`config.mk`:
```
export PLATFORM = sky130hd
export DESIGN_NAME = motion_tracker_top
export DESIGN_NICKNAME = d
export VERILOG_FILES = /design/src/track_pkg.sv /design/src/video_pkg.sv /design/src/motion_tracker_top.sv /design/src/position_report.sv /design/src/centroid_divider.sv /design/src/measure_position.sv /design/src/frame_diff.sv /design/src/raster_counter.sv
export SDC_FILE = /design/constraint.sdc
export NUM_CORES = 2
export LEC_CHECK = 0
export BUFFER_PORTS_ARGS = -buffer_cell sky130_fd_sc_hd__buf_2
export CAP_MARGIN = 20
export CORE_AREA = 2 2 473 358
export CTS_CLUSTER_DIAMETER = 30
export DETAILED_ROUTE_END_ITERATION = 16
export DIE_AREA = 0 0 475 360
export MAX_ROUTING_LAYER = met4
export PLACE_DENSITY_LB_ADDON = 0.2
export SLEW_MARGIN = 20
export SYNTH_ARGS = -nofsm -noshare
export SYNTH_HDL_FRONTEND = slang
export SYNTH_HIERARCHICAL = 1
export SYNTH_SLANG_ARGS = --single-unit
```
`constraint.sdc`:
```
create_clock -name clk -period 12.6 [get_ports clk]
set_input_delay 1.26 -clock clk [delete_from_list [all_inputs] [get_ports clk]]
set_output_delay 1.26 -clock clk [all_outputs]
set_load 0.01 [all_outputs]
```
`src/track_pkg.sv`:
```
package track_pkg;

	localparam int COUNT_W = 19;
	localparam int SUM_W   = 27;
	localparam int POS_W   = 11;

	typedef logic [COUNT_W-1:0] count_t;	// moving pixels per frame
	typedef logic [SUM_W-1:0]   coord_sum_t;
	typedef logic [POS_W-1:0]   position_t;

	localparam position_t POS_NONE = '1;	// no object found

	typedef enum logic [1:0] {
		div_idle,
		div_run,
		div_done
	} div_state_t;

	typedef enum logic [1:0] {
		rep_empty,
		rep_offer,
		rep_wait_release
	} report_state_t;

endpackage

```
`src/video_pkg.sv`:
```
package video_pkg;

	localparam int PIXEL_W = 8;
	localparam int COORD_W = 11;

	// grayscale luma sample
	typedef logic [PIXEL_W-1:0] pixel_t;

	// x or y position inside the frame
	typedef logic [COORD_W-1:0] coord_t;

endpackage
```
`src/motion_tracker_top.sv`:
```
module motion_tracker_top #(
	parameter int FRAME_W      = 16,
	parameter int FRAME_H      = 12,
	parameter int DIFF_THRESH  = 32,
	parameter int COUNT_THRESH = 4
) (
	input  logic                 clk,
	input  logic                 aresetn,
	input  logic                 enable,
	input  video_pkg::pixel_t    pixel,
	input  logic                 pixel_valid,
	output track_pkg::position_t x_position,
	output track_pkg::position_t y_position,
	output logic                 req,
	input  logic                 ack,
	output logic                 overrun
);
	import video_pkg::*;
	import track_pkg::*;

	pixel_t     rc_pix;
	coord_t     rc_x;
	coord_t     rc_y;
	logic       rc_valid;
	logic       rc_frame_end;
	coord_t     fd_x;
	coord_t     fd_y;
	logic       fd_moving;
	logic       fd_valid;
	logic       fd_frame_end;
	logic       mp_start;
	coord_sum_t mp_x_sum;
	coord_sum_t mp_y_sum;
	count_t     mp_count;
	logic       mp_result_valid;
	position_t  mp_x_position;
	position_t  mp_y_position;
	position_t  dv_x_quot;
	position_t  dv_y_quot;
	logic       dv_done;

	raster_counter #(
		.FRAME_W (FRAME_W),
		.FRAME_H (FRAME_H)
	) i_raster_counter (
		.clk         (clk),
		.aresetn     (aresetn),
		.enable      (enable),
		.pixel       (pixel),
		.pixel_valid (pixel_valid),
		.pix_out     (rc_pix),
		.x           (rc_x),
		.y           (rc_y),
		.valid       (rc_valid),
		.frame_end   (rc_frame_end)
	);

	frame_diff #(
		.FRAME_W     (FRAME_W),
		.FRAME_H     (FRAME_H),
		.DIFF_THRESH (DIFF_THRESH)
	) i_frame_diff (
		.clk          (clk),
		.aresetn      (aresetn),
		.enable       (enable),
		.pix_in       (rc_pix),
		.x_in         (rc_x),
		.y_in         (rc_y),
		.valid_in     (rc_valid),
		.frame_end_in (rc_frame_end),
		.x            (fd_x),
		.y            (fd_y),
		.moving       (fd_moving),
		.valid        (fd_valid),
		.frame_end    (fd_frame_end)
	);

	measure_position #(
		.COUNT_THRESH (COUNT_THRESH)
	) i_measure_position (
		.clk          (clk),
		.aresetn      (aresetn),
		.enable       (enable),
		.x            (fd_x),
		.y            (fd_y),
		.moving       (fd_moving),
		.valid        (fd_valid),
		.frame_end    (fd_frame_end),
		.x_quot       (dv_x_quot),
		.y_quot       (dv_y_quot),
		.done         (dv_done),
		.start        (mp_start),
		.x_sum        (mp_x_sum),
		.y_sum        (mp_y_sum),
		.count        (mp_count),
		.result_valid (mp_result_valid),
		.x_position   (mp_x_position),
		.y_position   (mp_y_position)
	);

	centroid_divider i_centroid_divider (
		.clk     (clk),
		.aresetn (aresetn),
		.enable  (enable),
		.start   (mp_start),
		.x_sum   (mp_x_sum),
		.y_sum   (mp_y_sum),
		.count   (mp_count),
		.x_quot  (dv_x_quot),
		.y_quot  (dv_y_quot),
		.done    (dv_done)
	);

	position_report i_position_report (
		.clk           (clk),
		.aresetn       (aresetn),
		.enable        (enable),
		.result_valid  (mp_result_valid),
		.x_position_in (mp_x_position),
		.y_position_in (mp_y_position),
		.ack           (ack),
		.x_position    (x_position),
		.y_position    (y_position),
		.req           (req),
		.overrun       (overrun)
	);

endmodule

```
`src/position_report.sv`:
```
module position_report (
	input  logic                 clk,
	input  logic                 aresetn,
	input  logic                 enable,
	input  logic                 result_valid,
	input  track_pkg::position_t x_position_in,
	input  track_pkg::position_t y_position_in,
	input  logic                 ack,
	output track_pkg::position_t x_position,
	output track_pkg::position_t y_position,
	output logic                 req,
	output logic                 overrun
);
	import track_pkg::*;

	report_state_t state;
	logic          accept;

	assign accept = result_valid && (state == rep_empty);
	assign req    = (state == rep_offer);

	always_ff @(posedge clk or negedge aresetn)
	begin
		if (!aresetn)
		begin
			state   <= rep_empty;
			overrun <= 1'b0;
		end
		else if (!enable)
		begin
			state   <= rep_empty;	// pending result is dropped
			overrun <= 1'b0;
		end
		else
		begin
			if (result_valid && state != rep_empty)
				overrun <= 1'b1;	// sticky, new result lost
			case (state)
				rep_empty:
				begin
					if (result_valid)
						state <= rep_offer;
				end
				rep_offer:
				begin
					if (ack)
						state <= rep_wait_release;
				end
				rep_wait_release:
				begin
					if (!ack)
						state <= rep_empty;
				end
				default:
					state <= rep_empty;
			endcase
		end
	end

	// held from accept until the handshake completes
	always_ff @(posedge clk)
	begin
		if (accept)
		begin
			x_position <= x_position_in;
			y_position <= y_position_in;
		end
	end

endmodule

```
`src/centroid_divider.sv`:
```
module centroid_divider (
	input  logic                  clk,
	input  logic                  aresetn,
	input  logic                  enable,
	input  logic                  start,
	input  track_pkg::coord_sum_t x_sum,
	input  track_pkg::coord_sum_t y_sum,
	input  track_pkg::count_t     count,
	output track_pkg::position_t  x_quot,
	output track_pkg::position_t  y_quot,
	output logic                  done
);
	import track_pkg::*;

	div_state_t       state;
	logic [3:0]       steps_left;
	count_t           divisor;
	count_t           x_rem;
	count_t           y_rem;
	position_t        x_work;	// dividend bits shift out, quotient bits shift in
	position_t        y_work;
	count_t           div_in;
	count_t           x_rem_in;
	count_t           y_rem_in;
	position_t        x_low_in;
	position_t        y_low_in;
	logic [COUNT_W:0] x_step;
	logic [COUNT_W:0] y_step;
	logic             load;
	logic             step_en;

	// one restoring step: returns {new remainder, quotient bit}
	function automatic logic [COUNT_W:0] div_step(input count_t rem, input logic bit_in,
		input count_t dvs);
		logic [COUNT_W:0] trial;
		logic [COUNT_W:0] diff;
		trial = {rem, bit_in};
		diff  = trial - {1'b0, dvs};
		if (trial >= {1'b0, dvs})
			div_step = {diff[COUNT_W-1:0], 1'b1};
		else
			div_step = {trial[COUNT_W-1:0], 1'b0};
	endfunction

	assign load    = enable && (state == div_idle) && start;
	assign step_en = load || (enable && state == div_run);

	// the quotient fits in POS_W bits, so the upper sum bits seed the remainder
	always_comb
	begin
		if (state == div_idle)
		begin
			div_in   = count;
			x_rem_in = count_t'(x_sum[SUM_W-1:POS_W]);
			y_rem_in = count_t'(y_sum[SUM_W-1:POS_W]);
			x_low_in = x_sum[POS_W-1:0];
			y_low_in = y_sum[POS_W-1:0];
		end
		else
		begin
			div_in   = divisor;
			x_rem_in = x_rem;
			y_rem_in = y_rem;
			x_low_in = x_work;
			y_low_in = y_work;
		end
		x_step = div_step(x_rem_in, x_low_in[POS_W-1], div_in);
		y_step = div_step(y_rem_in, y_low_in[POS_W-1], div_in);
	end

	always_ff @(posedge clk or negedge aresetn)
	begin
		if (!aresetn)
		begin
			state      <= div_idle;
			steps_left <= '0;
		end
		else if (!enable)
			state <= div_idle;	// abort any division in flight
		else
		begin
			case (state)
				div_idle:
				begin
					if (start)
					begin
						state      <= div_run;
						steps_left <= 4'(POS_W - 1);	// first bit done at load
					end
				end
				div_run:
				begin
					steps_left <= steps_left - 1'b1;
					if (steps_left == 4'd1)
						state <= div_done;
				end
				default:
					state <= div_idle;
			endcase
		end
	end

	always_ff @(posedge clk)
	begin
		if (load)
			divisor <= count;
		if (step_en)
		begin
			x_rem  <= x_step[COUNT_W:1];
			y_rem  <= y_step[COUNT_W:1];
			x_work <= {x_low_in[POS_W-2:0], x_step[0]};
			y_work <= {y_low_in[POS_W-2:0], y_step[0]};
		end
	end

	assign x_quot = x_work;
	assign y_quot = y_work;
	assign done   = (state == div_done);

endmodule

```
`src/measure_position.sv`:
```
module measure_position #(
	parameter int COUNT_THRESH = 4
) (
	input  logic                   clk,
	input  logic                   aresetn,
	input  logic                   enable,
	input  video_pkg::coord_t      x,
	input  video_pkg::coord_t      y,
	input  logic                   moving,
	input  logic                   valid,
	input  logic                   frame_end,
	input  track_pkg::position_t   x_quot,
	input  track_pkg::position_t   y_quot,
	input  logic                   done,
	output logic                   start,
	output track_pkg::coord_sum_t  x_sum,
	output track_pkg::coord_sum_t  y_sum,
	output track_pkg::count_t      count,
	output logic                   result_valid,
	output track_pkg::position_t   x_position,
	output track_pkg::position_t   y_position
);
	import track_pkg::*;

	count_t     acc_count;
	coord_sum_t acc_x;
	coord_sum_t acc_y;
	logic       frame_hit;
	logic       take_pixel;
	logic       too_few;

	assign frame_hit  = valid && frame_end;
	assign take_pixel = valid && moving && !frame_end;	// frame-end pixel never counted
	assign too_few    = (acc_count < count_t'(COUNT_THRESH));

	always_ff @(posedge clk or negedge aresetn)
	begin
		if (!aresetn)
		begin
			acc_count <= '0;
			acc_x     <= '0;
			acc_y     <= '0;
		end
		else if (!enable || frame_hit)
		begin
			acc_count <= '0;
			acc_x     <= '0;
			acc_y     <= '0;
		end
		else if (take_pixel)
		begin
			acc_count <= acc_count + 1'b1;
			acc_x     <= acc_x + coord_sum_t'(x);
			acc_y     <= acc_y + coord_sum_t'(y);
		end
	end

	// totals stay put for the divider until the next frame end
	always_ff @(posedge clk)
	begin
		if (frame_hit)
		begin
			x_sum <= acc_x;
			y_sum <= acc_y;
			count <= acc_count;
		end
	end

	always_ff @(posedge clk or negedge aresetn)
	begin
		if (!aresetn)
		begin
			start        <= 1'b0;
			result_valid <= 1'b0;
		end
		else
		begin
			start        <= enable && frame_hit && !too_few;
			result_valid <= enable && ((frame_hit && too_few) || done);
		end
	end

	always_ff @(posedge clk)
	begin
		if (frame_hit && too_few)
		begin
			x_position <= POS_NONE;
			y_position <= POS_NONE;
		end
		else if (done)
		begin
			x_position <= x_quot;
			y_position <= y_quot;
		end
	end

endmodule

```
`src/frame_diff.sv`:
```
module frame_diff #(
	parameter int FRAME_W     = 16,
	parameter int FRAME_H     = 12,
	parameter int DIFF_THRESH = 32
) (
	input  logic              clk,
	input  logic              aresetn,
	input  logic              enable,
	input  video_pkg::pixel_t pix_in,
	input  video_pkg::coord_t x_in,
	input  video_pkg::coord_t y_in,
	input  logic              valid_in,
	input  logic              frame_end_in,
	output video_pkg::coord_t x,
	output video_pkg::coord_t y,
	output logic              moving,
	output logic              valid,
	output logic              frame_end
);
	import video_pkg::*;

	localparam int DEPTH  = FRAME_W * FRAME_H;
	localparam int ADDR_W = $clog2(DEPTH);

	pixel_t            store [DEPTH];	// previous frame, one entry per position
	logic [ADDR_W-1:0] addr;
	pixel_t            old_pix;
	pixel_t            abs_diff;
	logic              primed;
	logic              over_thresh;

	assign addr     = ADDR_W'(y_in * FRAME_W + x_in);
	assign old_pix  = store[addr];
	assign abs_diff = (pix_in >= old_pix) ? pix_in - old_pix : old_pix - pix_in;

	// no previous frame to compare against until the store is primed
	assign over_thresh = primed && (abs_diff >= pixel_t'(DIFF_THRESH));

	always_ff @(posedge clk)
	begin
		if (valid_in)
			store[addr] <= pix_in;	// old value already read above
	end

	always_ff @(posedge clk or negedge aresetn)
	begin
		if (!aresetn)
			primed <= 1'b0;
		else if (!enable)
			primed <= 1'b0;
		else if (valid_in && frame_end_in)
			primed <= 1'b1;
	end

	always_ff @(posedge clk or negedge aresetn)
	begin
		if (!aresetn)
		begin
			valid     <= 1'b0;
			frame_end <= 1'b0;
			moving    <= 1'b0;
		end
		else
		begin
			valid     <= enable && valid_in;
			frame_end <= enable && valid_in && frame_end_in;
			moving    <= enable && valid_in && over_thresh;
		end
	end

	always_ff @(posedge clk)
	begin
		if (valid_in)
		begin
			x <= x_in;
			y <= y_in;
		end
	end

endmodule

```
`src/raster_counter.sv`:
```
module raster_counter #(
	parameter int FRAME_W = 16,
	parameter int FRAME_H = 12
) (
	input  logic              clk,
	input  logic              aresetn,
	input  logic              enable,
	input  video_pkg::pixel_t pixel,
	input  logic              pixel_valid,
	output video_pkg::pixel_t pix_out,
	output video_pkg::coord_t x,
	output video_pkg::coord_t y,
	output logic              valid,
	output logic              frame_end
);
	import video_pkg::*;

	coord_t cnt_x;
	coord_t cnt_y;
	logic   last_col;
	logic   last_row;

	assign last_col = (cnt_x == coord_t'(FRAME_W - 1));
	assign last_row = (cnt_y == coord_t'(FRAME_H - 1));

	always_ff @(posedge clk or negedge aresetn)
	begin
		if (!aresetn)
		begin
			cnt_x <= '0;
			cnt_y <= '0;
		end
		else if (!enable)
		begin
			cnt_x <= '0;	// next enabled pixel starts a new frame
			cnt_y <= '0;
		end
		else if (pixel_valid)
		begin
			if (last_col)
			begin
				cnt_x <= '0;
				cnt_y <= last_row ? '0 : cnt_y + 1'b1;
			end
			else
				cnt_x <= cnt_x + 1'b1;
		end
	end

	always_ff @(posedge clk or negedge aresetn)
	begin
		if (!aresetn)
		begin
			valid     <= 1'b0;
			frame_end <= 1'b0;
		end
		else
		begin
			valid     <= enable && pixel_valid;
			frame_end <= enable && pixel_valid && last_col && last_row;
		end
	end

	always_ff @(posedge clk)
	begin
		if (pixel_valid)
		begin
			pix_out <= pixel;
			x       <= cnt_x;
			y       <= cnt_y;
		end
	end

endmodule

```
==> results summary <==
The run finished with clean final reports. The vias per cell is ~6.0. Leaving out fill and tap cells, the most frequent cells in the layout are edfxtp_1 (1,762), mux4_2 (454), clkbuf_16 (350). Summing the sequential cell areas from Yosys gives 72.28% of the chip area. Max-cap violations in this run came to 0. The pin count of the biggest net entering global routing is 143. The highest achievable clock rate came out at 153.0 MHz.

The clock sink count is 1,896. In the final layout, the multi-input gates occupy 20,350 um2. The reg-to-reg setup timing slack came out at just over 6 ns.

After the first detailed-routing iteration, the DRC count stood at 4,673. The count of placed standard cells including taps is 6,338. The total power of the final layout came out at 16.82 mW. The worst register-to-register path ends at i_frame_diff/moving$_DFF_PN0_.

The net switching power figure is around 3.7 mW. Of the total power, registers draw around two fifths. The total number of H-tree levels came out at 5. The setup path with the least slack is of type flop to flop.

The setup TNS came out at 0 ns. The first global-routing pass estimated 285,200 um of wire. In this run, post-CTS hold repair placed 0 buffers. The count of state elements after synthesis is 1,896. The time the worst path needs with I/O delays and setup came out at 6.535 ns. The register clock-pin slew on the reported worst setup and hold paths came out at 0.05 ns. The TritonCTS clock tree is done. The cell count of the worst reg-to-reg path is 15. The number of port buffers came out at 36.

Pin placement for this block handled 37 I/O pins. Detailed placement ended at an HPWL of ~120,000 um. Registers take 56,150 um2. In the synthesized netlist the dominant register cell turns out to be edfxtp_1. The cell internal power dissipation came out at roughly 13 mW. The share of total power in the clock network is a little over half. The netlist uses 97 different library cells. The worst setup slack before clock tree synthesis is between 6 and 7 ns. The buffer levels on the longest clock path came out at 4. The maximum ir drop on the vdd rail came out at 152.6 uV. A synthesized cell averages between 15 and 20 um2.

The share of post-route cells with drive strength above 1 came out at between 20% and 30%. The final setup slack of the worst path came out at slightly above 6 ns. Global routing used a little under a quarter of the available tracks. Global routing finished with a remaining overflow of 0.

Combinational logic is responsible for 4.1% of the overall power. The width of the die came out at 475 um. The hold violation total from the final report is 0. STA classifies the critical path endpoint as a flop. The area growth from synthesis to layout is 18.45%. The final-stage net count came out at between 4k and 5k. The tightest min-delay check is of the primary input to asynchronous set/reset pin type. The total setup violations reported at the end of the flow is 0. Clock skew on the completed layout was measured at 0.09089 ns. The first detailed-routing pass ran for 6 iterations. The library cell used most frequently in the layout, excluding fill and tap cells, is edfxtp_1.

The number of antenna violations at the first check in global routing was 6. For the worst setup path, the data arrival time is 7.26 ns. After synthesis the cells add up to around 80,000 um2. The power per cell area is 182.8 nW/um2. The post-cts repair resize count came out at 0. The worst setup path is launched from a flop. The gate count of the mapped netlist came out at 4,189. The number of global-route vias before repair came out at approximately 41k. The number of buffers inserted to repair setup after CTS came out at 0. Setup repair after global routing left no endpoint under its margin. The worst path uses 51.87% of the clock period. For this block, the via count after detailed routing is 41.51k. The residual antenna-violating net count after detailed routing came out at 0. The number of warnings printed during yosys synthesis came out at 6. The switching part of the total came out at 21.96%. The starting density of the core came out at a little under half. The synthesized design contains between 1.5k and 2k enable-type register cells.

The worst slew slack as a fraction of its limit came out at 23.53%. The overall die area is 171,000 um2. The total core area came out at approximately 170,000 um2. The number of nets produced by synthesis came out at 4,278. The number of slew-limit violations in the final report is 0. The actual slew at the worst max-slew pin came out at 1.147 ns. The number of filler cells placed in the layout came out at between 10k and 15k. The final wirelength is just under 200,000 um. The vertical die dimension is 360 um. The highest fanout seen on the critical path is 86. The total clock buffers created by CTS is 344.

In this run the critical register-to-register path is launched from i_raster_counter/x[0]$_DFFE_PP_. The total leakage power is 30.58 nW. The DRC violation count after routing is 0.

In this run the clock root is driven by a clkbuf_16. The critical path required time is ~13 ns. The count of cells in the finished layout, fillers not included, comes to 6,960.

The post-synthesis async set-or-reset flop share is between 5 and 6%. The number of rows created at floorplan came out at 130. The clock latency on the worst-skew pair came out at 0.93 ns. The routed length per placed instance came out at 27.93 um. The congestion estimate from routability-driven global placement came to about 0.87.
## cells by family (layout without fill, tap and decap cells)
family / after synthesis / in the layout / share of synthesized area, %
AO/OA/AOI/OAI: 403 / 403 / 3.725
XOR/XNOR: 112 / 112 / 1.263
buffers and inverters: 266 / 788 / 1.594
adder cells (fa/ha/maj): 83 / 83 / 1.345
flip-flops: 1896 / 1896 / 72.28
AND/OR/NAND/NOR: 884 / 884 / 5.400
multiplexers: 545 / 545 / 14.40
other: 0 / 5 / 0
## final cells by class
cell class	count	share of cell area, %
tap	2244	3.051
timing repair buffer	117	0.9545
inverter	55	0.2243
clock inverter	241	2.964
antenna	5	0.01360
sequential	1896	61.02
clock buffer	375	9.652
multi-input combinational	2027	22.12
## through the flow
stage / area [um2] / hold slack (ns) / utilization (%)
after global routing: 92020 / 0.2408 / 55.30
after detailed placement: 80380 / 0.4045 / 48.30
after floorplan: 77690 / 0.4003 / -
final: 92020 / 0.2767 / 55.30
after global placement: 80370 / 0.4033 / 48.30
after CTS: 91990 / 0.2103 / 55.28
## per-layer routing
layer | routed length (um) | vias to the layer above | global-route usage (%)
li1 | - | 17610 | -
met1 | 87900 | 21770 | 34.91
met2 | 82070 | 1852 | 30.92
met3 | 21030 | 278 | 8.331
met4 | 3382 | 0 | 5.801
met5 | 0 | - | -
## synthesized netlist by cell type (all sizes together), types with 34 or more instances
cell type  number  area, um2
a21oi          67      357.9
a22o           34      297.8
buf           105      634.4
clkbuf        106      397.9
dfrtp         112       2803
edfxtp       1762      52910
ha             73      913.4
inv            55      206.4
mux2i          73      730.7
mux4          454      10220
nand2         288       1089
nand2b         34      212.7
nand3          51      255.2
nand4          36      244.0
nor2          282       1059
nor2b          38      237.7
o21ai          67      346.6
xnor2          55      481.7
xor2           57      499.2
## registers in the layout, summed over array words and instances (netlist names), 19 cells and up
| register | count |
|---|---|
| i_measure_position/acc_y | 27 |
| i_measure_position/acc_count | 19 |
| i_frame_diff/store | 1536 |
| i_centroid_divider/y_rem | 19 |
| i_measure_position/acc_x | 27 |
| i_centroid_divider/x_rem | 19 |
| i_measure_position/y_sum | 27 |
| i_centroid_divider/divisor | 19 |
| i_measure_position/x_sum | 27 |
| i_measure_position/count | 19 |
## how the worst max path moves through the flow
stage                                                        from                                     end  slack [ns]  cells after the start
after global placement            i_raster_counter/x[0]$_DFFE_PP_           i_frame_diff/moving$_DFF_PN0_        6.18                     15
after global routing              i_raster_counter/x[0]$_DFFE_PP_           i_frame_diff/moving$_DFF_PN0_        5.67                     15
after CTS                         i_raster_counter/x[0]$_DFFE_PP_           i_frame_diff/moving$_DFF_PN0_        6.00                     15
final                             i_raster_counter/x[0]$_DFFE_PP_           i_frame_diff/moving$_DFF_PN0_        6.06                     15
after floorplan           i_centroid_divider/state[1]$_DFFE_PN0P_  i_centroid_divider/y_rem[10]$_DFFE_PP_        7.73                     18
after detailed placement          i_raster_counter/x[0]$_DFFE_PP_           i_frame_diff/moving$_DFF_PN0_        6.09                     15
## power by group through the flow
stage / sequential (mW) / combinational, mW / clock, mW
floorplan: 7.14 / 0.386 / 0
global placement: 7.07 / 0.678 / 0
detailed placement: 7.07 / 0.683 / 0
CTS: 6.95 / 0.685 / 9.32
global route: 6.94 / 0.731 / 9.62
finish: 6.95 / 0.684 / 9.19
## worst max-delay path: stages (launching register included)
cell and delay [ns]:
edfxtp_1 0.39, buf_12 0.53, buf_12 0.57, buf_4 0.79, mux4_2 0.62, mux4_2 0.48
nor2b_1 0.16, nor4_2 0.37, nand3_1 0.14, ha_1 0.34, o21a_1 0.12, o21a_1 0.18
o41ai_1 0.55, a221oi_1 0.19, a2111oi_0 0.48, a221oi_1 0.16
Power figures use the tool's default switching activity.
